$ cat src/verilog/csi2_defs.svh
// CSI-2 transmitter constants
// Lane count, sync byte, short packet data types and gap lengths
`ifndef CSI2_DEFS_SVH
`define CSI2_DEFS_SVH

// Data lanes of the D-PHY
`define CSI2_LANES      4

// Leader byte ahead of every packet
`define CSI2_SYNC_BYTE  8'hB8

// Short packet data types
`define CSI2_DT_FS      6'h00
`define CSI2_DT_FE      6'h01

// Idle cycles between packets
`define CSI2_PKT_GAP    8

// Idle cycles after Frame End
`define CSI2_FRAME_GAP  16

`endif

$ cat src/verilog/csi2_pkg.sv
// Shared types of the CSI-2 transmitter
// Packet request, packet header, lane bus, frame settings and FSM states
`include "csi2_defs.svh"

package csi2_pkg;

   // One packet for the serializer
   typedef struct packed {
      logic        long_pkt;
      logic [1:0]  vc;
      logic [5:0]  dt;
      logic [15:0] wc_or_data;
      logic [6:0]  pad;
   } pkt_req_t;

   // Header bytes, b0 goes out on lane 0
   typedef struct packed {
      logic [7:0] b3;
      logic [7:0] b2;
      logic [7:0] b1;
      logic [7:0] b0;
   } pkt_hdr_t;

   // Lane 0 sits in the lowest byte
   typedef struct packed {
      logic [`CSI2_LANES-1:0]      valid;
      logic [`CSI2_LANES-1:0][7:0] data;
   } lane_bus_t;

   typedef struct packed {
      logic [1:0]  vc;
      logic [5:0]  dt;
      logic [15:0] wc;
      logic [15:0] num_lines;
   } frame_cfg_t;

   typedef enum logic [2:0] {
      SEQ_IDLE,
      SEQ_FS,
      SEQ_LINE,
      SEQ_FE,
      SEQ_GAP
   } seq_state_e;

   typedef enum logic [2:0] {
      TX_IDLE,
      TX_SYNC,
      TX_HDR,
      TX_PAY,
      TX_CRC
   } tx_state_e;

endpackage

$ cat src/verilog/csi2_frame_seq.sv
// Frame and line sequencer
// Issues FS, one long packet per line and FE, with fixed gaps in between
`timescale 1ns/100ps
`include "csi2_defs.svh"

module csi2_frame_seq (
   input  logic                 dphy_active,
   input  logic                 rst_n_i,
   input  logic                 frame_start_i,
   input  csi2_pkg::frame_cfg_t frame_cfg_i,
   input  logic                 pkt_busy_i,
   output logic                 pkt_start_o,
   output csi2_pkg::pkt_req_t   pkt_req_o,
   output logic                 frame_busy_o
);

   csi2_pkg::seq_state_e state;
   logic [15:0]          line_cnt;
   logic [1:0]           fnum;
   logic [7:0]           gap_cnt;
   logic                 gap_act;
   logic                 busy_q;
   logic                 pkt_done;
   logic                 last_line;

   // Serializer has just released the lanes
   assign pkt_done  = busy_q & ~pkt_busy_i;
   assign last_line = (line_cnt == frame_cfg_i.num_lines);

   // ======================================
   // Packet issue FSM
   // ======================================
   always_ff @(posedge dphy_active or negedge rst_n_i) begin
      if (!rst_n_i) begin
         state        <= csi2_pkg::SEQ_IDLE;
         pkt_start_o  <= 1'b0;
         pkt_req_o    <= '0;
         frame_busy_o <= 1'b0;
         fnum         <= 2'd1;
         line_cnt     <= '0;
         gap_cnt      <= '0;
         gap_act      <= 1'b0;
         busy_q       <= 1'b0;
      end else begin
         busy_q      <= pkt_busy_i;
         pkt_start_o <= 1'b0;
         case (state)
            csi2_pkg::SEQ_IDLE: begin
               if (frame_start_i) begin
                  frame_busy_o         <= 1'b1;
                  pkt_start_o          <= 1'b1;
                  pkt_req_o            <= '0;
                  pkt_req_o.vc         <= frame_cfg_i.vc;
                  pkt_req_o.dt         <= `CSI2_DT_FS;
                  pkt_req_o.wc_or_data <= {14'd0, fnum};
                  line_cnt             <= '0;
                  state                <= csi2_pkg::SEQ_FS;
               end
            end
            csi2_pkg::SEQ_GAP: begin
               if (gap_cnt == 8'd0) begin
                  frame_busy_o <= 1'b0;
                  state        <= csi2_pkg::SEQ_IDLE;
               end else begin
                  gap_cnt <= gap_cnt - 8'd1;
               end
            end
            default: begin
               // Packet in flight, then the gap behind it
               if (pkt_done && state == csi2_pkg::SEQ_FE) begin
                  gap_cnt <= 8'(`CSI2_FRAME_GAP - 2);
                  fnum    <= ~fnum;
                  state   <= csi2_pkg::SEQ_GAP;
               end else if (pkt_done) begin
                  gap_cnt <= 8'(`CSI2_PKT_GAP - 2);
                  gap_act <= 1'b1;
               end else if (gap_act && gap_cnt != 8'd0) begin
                  gap_cnt <= gap_cnt - 8'd1;
               end else if (gap_act) begin
                  gap_act      <= 1'b0;
                  pkt_start_o  <= 1'b1;
                  pkt_req_o.vc <= frame_cfg_i.vc;
                  if (last_line) begin
                     pkt_req_o.long_pkt   <= 1'b0;
                     pkt_req_o.dt         <= `CSI2_DT_FE;
                     pkt_req_o.wc_or_data <= {14'd0, fnum};
                     state                <= csi2_pkg::SEQ_FE;
                  end else begin
                     pkt_req_o.long_pkt   <= 1'b1;
                     pkt_req_o.dt         <= frame_cfg_i.dt;
                     pkt_req_o.wc_or_data <= frame_cfg_i.wc;
                     line_cnt             <= line_cnt + 16'd1;
                     state                <= csi2_pkg::SEQ_LINE;
                  end
               end
            end
         endcase
      end
   end

endmodule

$ cat src/verilog/csi2_hdr_ecc.sv
// Packet header builder
// Maps a packet request to four header bytes with the 6-bit ECC in b3
`timescale 1ns/100ps

module csi2_hdr_ecc (
   input  csi2_pkg::pkt_req_t pkt_req_i,
   output csi2_pkg::pkt_hdr_t pkt_hdr_o
);

   // Parity masks over {b2, b1, b0}, one per ECC bit
   localparam logic [5:0][23:0] ECC_MASK = {
      24'hEFFC00,
      24'hDF03F0,
      24'hB8E38E,
      24'h749A6D,
      24'hF2555B,
      24'hF12CB7
   };

   logic [23:0] hdr_bits;
   logic [5:0]  ecc;

   // b0 = {vc, dt}, b1 and b2 = word count or frame number
   assign hdr_bits = {pkt_req_i.wc_or_data, pkt_req_i.vc, pkt_req_i.dt};

   always_comb begin
      for (int i = 0; i < 6; i++) begin
         ecc[i] = ^(hdr_bits & ECC_MASK[i]);
      end
   end

   // Top two bits of b3 stay zero
   assign pkt_hdr_o = {2'b00, ecc, hdr_bits};

endmodule

$ cat src/verilog/csi2_crc16.sv
// Payload CRC-16
// Polynomial 0x8408, seed 0xFFFF, four bytes per cycle taken LSB first
`timescale 1ns/100ps

module csi2_crc16 (
   input  logic        dphy_active,
   input  logic        rst_n_i,
   input  logic        crc_clear_i,
   input  logic        crc_en_i,
   input  logic [31:0] crc_data_i,
   output logic [15:0] crc_o
);

   localparam logic [15:0] CRC_SEED = 16'hFFFF;
   localparam logic [15:0] CRC_POLY = 16'h8408;

   logic [15:0] crc_q;
   logic [15:0] crc_next;

   // 32 serial steps, lane 0 byte first
   always_comb begin
      crc_next = crc_q;
      for (int i = 0; i < 32; i++) begin
         if (crc_next[0] ^ crc_data_i[i]) begin
            crc_next = (crc_next >> 1) ^ CRC_POLY;
         end else begin
            crc_next = crc_next >> 1;
         end
      end
   end

   always_ff @(posedge dphy_active or negedge rst_n_i) begin
      if (!rst_n_i) begin
         crc_q <= CRC_SEED;
      end else if (crc_clear_i) begin
         crc_q <= CRC_SEED;
      end else if (crc_en_i) begin
         crc_q <= crc_next;
      end
   end

   assign crc_o = crc_q;

endmodule

$ cat src/verilog/csi2_lane_tx.sv
// Four-lane packet serializer
// Puts sync, header, payload and CRC bytes onto the lanes
// Also holds the payload CRC
`timescale 1ns/100ps
`include "csi2_defs.svh"

module csi2_lane_tx (
   input  logic                dphy_active,
   input  logic                rst_n_i,
   input  logic                pkt_start_i,
   input  csi2_pkg::pkt_req_t  pkt_req_i,
   input  csi2_pkg::pkt_hdr_t  pkt_hdr_i,
   input  logic [31:0]         pay_data_i,
   output logic                pay_rd_o,
   output logic                pkt_busy_o,
   output csi2_pkg::lane_bus_t lanes_o
);

   csi2_pkg::tx_state_e state;
   csi2_pkg::pkt_hdr_t  hdr_q;
   logic                long_q;
   logic [13:0]         word_cnt;
   logic [15:0]         crc;
   logic                accept;

   assign accept = pkt_start_i & (state == csi2_pkg::TX_IDLE);

   // ======================================
   // Packet phases
   // ======================================
   always_ff @(posedge dphy_active or negedge rst_n_i) begin
      if (!rst_n_i) begin
         state    <= csi2_pkg::TX_IDLE;
         long_q   <= 1'b0;
         word_cnt <= '0;
      end else begin
         case (state)
            csi2_pkg::TX_IDLE: begin
               if (accept) begin
                  long_q   <= pkt_req_i.long_pkt;
                  // wc / 4 payload words
                  word_cnt <= pkt_req_i.wc_or_data[15:2];
                  state    <= csi2_pkg::TX_SYNC;
               end
            end
            csi2_pkg::TX_SYNC: begin
               state <= csi2_pkg::TX_HDR;
            end
            csi2_pkg::TX_HDR: begin
               if (!long_q) begin
                  state <= csi2_pkg::TX_IDLE;
               end else if (word_cnt == 14'd0) begin
                  state <= csi2_pkg::TX_CRC;
               end else begin
                  state <= csi2_pkg::TX_PAY;
               end
            end
            csi2_pkg::TX_PAY: begin
               word_cnt <= word_cnt - 14'd1;
               if (word_cnt == 14'd1) begin
                  state <= csi2_pkg::TX_CRC;
               end
            end
            default: begin
               state <= csi2_pkg::TX_IDLE;
            end
         endcase
      end
   end

   always_ff @(posedge dphy_active) begin
      if (accept) begin
         hdr_q <= pkt_hdr_i;
      end
   end

   csi2_crc16 crc_i (
      .dphy_active (dphy_active),
      .rst_n_i     (rst_n_i),
      .crc_clear_i (accept),
      .crc_en_i    (pay_rd_o),
      .crc_data_i  (pay_data_i),
      .crc_o       (crc)
   );

   // ======================================
   // Lane outputs
   // ======================================
   assign pay_rd_o   = (state == csi2_pkg::TX_PAY);
   assign pkt_busy_o = (state != csi2_pkg::TX_IDLE);

   always_comb begin
      lanes_o = '0;
      case (state)
         csi2_pkg::TX_SYNC: begin
            lanes_o.valid = '1;
            lanes_o.data  = {`CSI2_LANES{`CSI2_SYNC_BYTE}};
         end
         csi2_pkg::TX_HDR: begin
            lanes_o.valid = '1;
            lanes_o.data  = hdr_q;
         end
         csi2_pkg::TX_PAY: begin
            lanes_o.valid = '1;
            lanes_o.data  = pay_data_i;
         end
         csi2_pkg::TX_CRC: begin
            // CRC on lanes 0 and 1 only
            lanes_o.valid   = 4'b0011;
            lanes_o.data[0] = crc[7:0];
            lanes_o.data[1] = crc[15:8];
         end
         default: begin
            lanes_o = '0;
         end
      endcase
   end

endmodule

$ cat src/verilog/csi2_tx_top.sv
// CSI-2 transmitter top level
// Sequencer, header builder and four-lane serializer
`timescale 1ns/100ps

module csi2_tx_top (
   input  logic                 dphy_active,
   input  logic                 rst_n_i,
   input  logic                 frame_start_i,
   input  csi2_pkg::frame_cfg_t frame_cfg_i,
   input  logic [31:0]          pay_data_i,
   output logic                 pay_rd_o,
   output csi2_pkg::lane_bus_t  lanes_o,
   output logic                 frame_busy_o
);

   csi2_pkg::pkt_req_t pkt_req;
   csi2_pkg::pkt_hdr_t pkt_hdr;
   logic               pkt_start;
   logic               pkt_busy;

   csi2_frame_seq seq_i (
      .dphy_active  (dphy_active),
      .rst_n_i      (rst_n_i),
      .frame_start_i(frame_start_i),
      .frame_cfg_i  (frame_cfg_i),
      .pkt_busy_i   (pkt_busy),
      .pkt_start_o  (pkt_start),
      .pkt_req_o    (pkt_req),
      .frame_busy_o (frame_busy_o)
   );

   csi2_hdr_ecc hdr_i (
      .pkt_req_i (pkt_req),
      .pkt_hdr_o (pkt_hdr)
   );

   csi2_lane_tx lane_i (
      .dphy_active (dphy_active),
      .rst_n_i     (rst_n_i),
      .pkt_start_i (pkt_start),
      .pkt_req_i   (pkt_req),
      .pkt_hdr_i   (pkt_hdr),
      .pay_data_i  (pay_data_i),
      .pay_rd_o    (pay_rd_o),
      .pkt_busy_o  (pkt_busy),
      .lanes_o     (lanes_o)
   );

endmodule

$ cat config.mk
export PLATFORM = sky130hd
export DESIGN_NAME = csi2_tx_top
export DESIGN_NICKNAME = d
export VERILOG_FILES = /design/src/verilog/csi2_pkg.sv /design/src/verilog/csi2_frame_seq.sv /design/src/verilog/csi2_hdr_ecc.sv /design/src/verilog/csi2_crc16.sv /design/src/verilog/csi2_lane_tx.sv /design/src/verilog/csi2_tx_top.sv
export VERILOG_INCLUDE_DIRS = /design/src /design/src/verilog
export SDC_FILE = /design/constraint.sdc
export NUM_CORES = 1
export LEC_CHECK = 0
export BUFFER_PORTS_ARGS = -buffer_cell sky130_fd_sc_hd__buf_2
export CAP_MARGIN = 20
export CORE_UTILIZATION = 53
export CTS_CLUSTER_SIZE = 16
export DETAILED_ROUTE_END_ITERATION = 8
export MAX_ROUTING_LAYER = met4
export PLACE_DENSITY = 0.77
export SYNTH_ARGS = -nofsm -noshare
export SYNTH_HDL_FRONTEND = slang
export SYNTH_HIERARCHICAL = 1
export SYNTH_SLANG_ARGS = --single-unit
$ cat constraint.sdc
create_clock -name dphy_active -period 3 [get_ports dphy_active]
set_clock_uncertainty 0.1 [all_clocks]
set_input_delay 0.3 -clock dphy_active [delete_from_list [all_inputs] [get_ports dphy_active]]
set_output_delay 0.3 -clock dphy_active [all_outputs]
set_load 0.02 [all_outputs]
**Word level (Yosys, flattened, before mapping)**

Cells that the tools add are included.

- Output and inout port bits: 38
- Register bits: 122

- Bitwise gates (word level): 72
- Reductions and logical operators: 32
- Multiplexer cells: 83
- Equality and inequality tests: 20
- Add/subtract/negate cells: 3

Operator list:

| cell | count |
|---|---|
| 2-to-1 mux 16 bit | 40 |
| parity 24 bit | 6 |
| 2-to-1 mux 25 bit | 4 |
| inverter 2 -> 3 bit | 32 |
| one-hot mux 16 bit (4 select lines) | 1 |
| one-hot mux 25 bit (2 select lines) | 1 |
| one-hot mux 16 bit (3 select lines) | 1 |
| 2-to-1 mux 32 bit | 1 |
| 2-to-1 mux 8 bit | 4 |
| one-hot mux 16 bit (2 select lines) | 1 |
| bitwise XOR 1 bit | 32 |
| 2-to-1 mux 3 bit | 10 |
| one-hot mux 14 bit (2 select lines) | 1 |
| 2-to-1 mux 22 bit | 1 |
| adder 16 x 1 -> 16 bit (second input constant) | 1 |
| == test 16 bit | 1 |
| one-hot mux 8 bit (2 select lines) | 1 |
| == test 14 x 1 -> 1 bit (second input constant) | 1 |
| logical NOT 14 bit | 1 |
| 2-to-1 mux 14 bit | 1 |
| subtractor 14 x 1 -> 14 bit (second input constant) | 1 |
| inequality test 2 bit (second input constant) | 6 |
| one-hot mux 3 bit (4 select lines) | 1 |
| 2-to-1 mux 1 bit | 11 |
| other kinds (27) | 50 |

**Logic depth before layout (Yosys ltp)**

- Word-level depth: 66
- Depth in mapped cells: 8

**Hierarchy**

The synthesis kept the hierarchy.

Modules (own cells, without submodules):

| module | area an instance (µm²) | cells each | instances | sequential area each (µm²) |
|---|---|---|---|---|
| csi2_frame_seq | 3091.7 | 301 | 1 | 1452.6 |
| csi2_lane_tx | 2615.0 | 263 | 1 | 1411.4 |
| csi2_crc16 | 1910.6 | 138 | 1 | 420.4 |
| csi2_hdr_ecc | 737.0 | 66 | 1 | 0.0 |

**Worst setup path before layout**

Ideal clock, no wire load.

- Path type: flip-flop to flip-flop
- Start: register lane_i.crc_i.crc_q[0], in the netlist lane_i/crc_i/crc_o[0]
- End: register lane_i.crc_i.crc_q[10], in the netlist lane_i/crc_i/crc_o[10]
- Setup slack: 92 ps
- Data required time: 2820 ps
- Data arrival time: 2728 ps
- Cell stages (with the launch flop): 7
- Setup time: 80 ps
- Cell sequence: dfstp_2 -> xnor2_2 -> xnor3_2 -> xnor3_2 -> xnor3_2 -> xnor3_1 -> o22a_1

- Longest elaborated chain between the ends: 42

RTL lines:

| element | line | source |
|---|---|---|
| start, declared | csi2_crc16.sv:17 | `logic [15:0] crc_q;` |
| start signal, assigned | csi2_crc16.sv:38 | `crc_q <= crc_next;` |
| bitwise XOR 1 bit (*) | csi2_crc16.sv:24 | `if (crc_next[0] ^ crc_data_i[i]) begin` |
| 2-to-1 mux 16 bit (*) (4 in series) | csi2_crc16.sv:24 |  |
| bitwise XOR 1 bit or 2-to-1 mux 16 bit (tied branches) | csi2_crc16.sv:24 |  |
| 2-to-1 mux 16 bit (*) (4 in series) | csi2_crc16.sv:24 |  |
| bitwise XOR 1 bit or 2-to-1 mux 16 bit (tied branches) | csi2_crc16.sv:24 |  |
| 2-to-1 mux 16 bit (*) (4 in series) | csi2_crc16.sv:24 |  |
| bitwise XOR 1 bit or 2-to-1 mux 16 bit (tied branches) | csi2_crc16.sv:24 |  |
| 2-to-1 mux 16 bit (*) (4 in series) | csi2_crc16.sv:24 |  |
| [5 not listed] | n/a |  |
| bitwise XOR 1 bit or 2-to-1 mux 16 bit (tied branches) | csi2_crc16.sv:24 |  |
| 2-to-1 mux 16 bit (*) (7 in series) | csi2_crc16.sv:24 |  |
| inverter 2 -> 3 bit (no source line) or bitwise XOR 1 bit (tied branches) | n/a |  |
| 2-to-1 mux 16 bit (*) (4 in series) | csi2_crc16.sv:24 |  |
| bitwise XOR 1 bit | csi2_crc16.sv:24 |  |
| 2-to-1 mux 16 bit (*) | csi2_crc16.sv:24 |  |
| 2-to-1 mux 16 bit (*) | csi2_crc16.sv:37 | `end else if (crc_en_i) begin` |
| 2-to-1 mux 16 bit (*) | csi2_crc16.sv:35 | `end else if (crc_clear_i) begin` |

Every way passes the cells marked *; elsewhere a longest branch is shown, timed or not. The select of a mux whose other input is x is not followed.
A chain may end at the register's enable or synchronous reset.

**Final worst setup path**

- Start: register lane_i.crc_i.crc_q[13], in the netlist lane_i/crc_i/crc_o[13]
- End: register lane_i.crc_i.crc_q[8], in the netlist lane_i/crc_i/crc_o[8]

- Longest elaborated chain between the ends: 41

RTL lines:

| element | line |
|---|---|
| 2-to-1 mux 16 bit (*) (2 in series) | csi2_crc16.sv:24 |
| inverter 2 -> 3 bit (no source line) | n/a |
| 2-to-1 mux 16 bit (*) (7 in series) | csi2_crc16.sv:24 |
| inverter 2 -> 3 bit (no source line) | n/a |
| 2-to-1 mux 16 bit (*) (4 in series) | csi2_crc16.sv:24 |
| bitwise XOR 1 bit (*) | csi2_crc16.sv:24 |
| 2-to-1 mux 16 bit (*) (4 in series) | csi2_crc16.sv:24 |
| bitwise XOR 1 bit | csi2_crc16.sv:24 |
| 2-to-1 mux 16 bit (*) (4 in series) | csi2_crc16.sv:24 |
| bitwise XOR 1 bit | csi2_crc16.sv:24 |
| 2-to-1 mux 16 bit (*) (4 in series) | csi2_crc16.sv:24 |
| bitwise XOR 1 bit | csi2_crc16.sv:24 |
| 2-to-1 mux 16 bit (*) (4 in series) | csi2_crc16.sv:24 |
| bitwise XOR 1 bit | csi2_crc16.sv:24 |
| 2-to-1 mux 16 bit (*) (3 in series) | csi2_crc16.sv:24 |
| 2-to-1 mux 16 bit (*) | csi2_crc16.sv:37 |
| 2-to-1 mux 16 bit (*) | csi2_crc16.sv:35 |

Marked as above.

==> run_results.csv <==
group,metric,value,unit
critical_path,timing.critical_path.from_type,"flop",
clocking,cts_root_buffer,"clkbuf_16",
grt,grtUsageTotal,26.2,%
finish,final_cell_count_no_fill,1073,
critical_path,critPathArrivalTime,3.13,ns
floorplanning,die_area,16200,sq um
finish,fin_util,62.5,%
route,detail_route.iter0.violations,362,
sta,slew-limit-headroom,62.0,%
critical_path,critical_path_peak_fanout,3,
clocking,numCtsBuffers,17,
critical_path,cp.required,3.23,ns
synthesis,mappedNetlistArea,8300,sq um
sta,finalSetupViolCount,0,
finish,layout.filler_cells,1217,
finish,synthToLayoutAreaGrowth,14.9,%
route,route.detailed.drc,0,
sta,rsz0062_at_grt,"no",
pwr,p_leak,4.33,nW
grt,number_of_global_route_vias_before_repair,5695,
critical_path,r2r-start,"lane_i/crc_i/crc_o[13]",
floorplanning,floorplan.core_area,15300,sq um
critical_path,path_class,"reg2reg",
finish,nNetsFinal,931,
pwr,max-vdd-ir-drop,0.000627,V
sta,fmax,345,MHz
floorplanning,initial_utilization,54.4,%
placement,placedInstanceArea,8890,sq um
grt,grt_pass1_wl,31.0,mm
sta,finalHoldViolations,0,
status,outcome,"finished, final reports clean",
placement,place_congestion,0.916,
route,drt-total-wl,19.7,mm
placement,number_of_i_o_port_buffers,112,
clocking,clkSinkCount,124,
clocking,clk_pin_slew,0.05,ns
finish,diodes,0,
finish,ff_latch_area,3280,sq um
sta,fin_hold_ws,0.0191,ns
finish,layout-drive-gt1-share,25.5,%
synthesis,ys.warnings.count,6,
grt,grt_start_max_net_pins,61,
route,post_drt_via_cell_ratio,5.78,
floorplanning,floorplan_die_width,127,um
sta,finalSetupTns,0,ns
sta,timing_max_transition_violations_final,0,
placement,placed_cells_incl_taps,1036,
route,drt-wirelength-per-cell,18.4,um
sta,worst_slew_pin_slew,0.565,ns
clocking,clk-insertion-delay-late,0.41,ns
clocking,ctsHtreeMaxLevel,4,
hold_path,hold_class,"in2reg",
route,detail-route-antenna-nets,0,
route,detail_route.first_pass.iterations,5,
critical_path,worstSetupStartpoint,"lane_i/crc_i/crc_o[13]",
sta,finalCritPeriodShare,96.7,%
grt,grt-ovfl-total,0,
sta,fin_crit,2.90,ns
clocking,cts_tree,"built",
grt,grt_antenna_before_repair,0,
synthesis,synthesized_instance_count,760,
finish,multi_input_area,4560,sq um
placement,detailedPlacementHpwl,14.4,mm
clocking,cts.path.max_buffers,2,
finish,final_design_instance_area_without_fill,9530,sq um
critical_path,cp-end-kind,"flop",
floorplanning,placement_rows,45,
route,count_of_vias_placed_by_the_detailed_router,6197,
synthesis,synth.avg_cell_area,10.9,sq um
hold_path,holdCritStartpoint,"frame_cfg_i[20]",
floorplanning,die_h,127,um
run,max-cap-violations,0,
floorplanning,boundaryPins,113,
pwr,pwr_density_cell,737,nW/um^2
-- placed cells by master, fill, tap and decap left out, types with 7 or more instances in the layout --
cell type	n
buf_2	111
xnor2_1	75
dfrtp_1	75
nand2_1	59
nor2_1	56
a21oi_1	34
edfxtp_1	32
xnor3_1	27
nand3_1	26
buf_4	19
a22o_1	19
nor3_1	18
clkbuf_16	17
dfstp_2	17
xor2_1	16
o21ai_0	16
nand4_1	15
inv_1	13
xnor3_2	13
o211ai_1	12
mux2i_1	11
o31ai_1	9
a21o_1	9
a22oi_1	8
nor2b_1	7
xor3_1	7
a211o_1	7
-- report_power, final --
group          internal (W)  leakage (nW)  switching [W]
Clock               0.00128         0.287       0.000702
Sequential          0.00181          1.36      0.0000642
Combinational       0.00194          2.68        0.00123
Total               0.00503          4.33        0.00199
-- metal layers --
layer	vias up	part of all wire, %	wire length, um	GRT usage (%)
li1	2916	-	-	-
met1	2990	44	8640	35.4
met2	260	48	9480	41.3
met3	31	6.2	1220	4.06
met4	0	1.9	376	7.84
met5	-	0	0	-
-- layout make-up --
cell class                      instances  share of cell area (%)
Multi-Input combinational cell        555                    47.8
Sequential cell                       124                    34.5
Timing Repair Buffer                  138                    8.37
Clock buffer                           23                    5.01
Tap cell                              211                    2.77
Clock inverter                          8                   0.984
Inverter                               14                   0.604
-- state kept, by name (all words and copies together), names as in the netlist, 2 cells and up --
signal and flops:
seq_i/line_cnt 16, seq_i/state 3, seq_i/pkt_req_o 25, seq_i/gap_cnt 8, lane_i/hdr_q 32, lane_i/word_cnt 14
seq_i/fnum 2, lane_i/crc_i/crc_o 16, lane_i/state 3
-- worst max-delay path, cell delays in order, from the launching register on --
cell and delay, ns:
dfstp_2 0.56, xnor2_2 0.18, xnor3_1 0.44, xnor3_1 0.52, xnor3_1 0.40, xnor3_2 0.40, o22a_1 0.23
-- path summary, 6_finish.rpt --
kind | slack, ns | cells after the start | endpoint
max | 0.10 | 6 | lane_i/crc_i/crc_o[8]
min | 0.02 | 2 | seq_i/pkt_req_o[11]
max reg2reg | 0.10 | 6 | lane_i/crc_i/crc_o[8]
min reg2reg | 0.38 | 2 | lane_i/long_q
max in group asynchronous | 1.75 | 3 | seq_i/fnum[0]
min in group asynchronous | 0.34 | 2 | lane_i/word_cnt[6]
-- through the flow --
step	total power, W	worst slack, ns
6_report	0.00702	0.100
3_3_place_gp	0.00495	0.171
2_1_floorplan	0.00445	0.0922
5_1_grt	0.00730	0.0266
4_1_cts	0.00702	0.0648
3_5_place_dp	0.00502	0.0977
-- what timing repair did --
action,in CTS,in global routing
resized for setup,0,1
hold endpoints to repair,32,0
buffers inserted,0,0
endpoints found under the setup margin,0,1
hold buffers,6,0
Power figures use the tool's default switching activity.
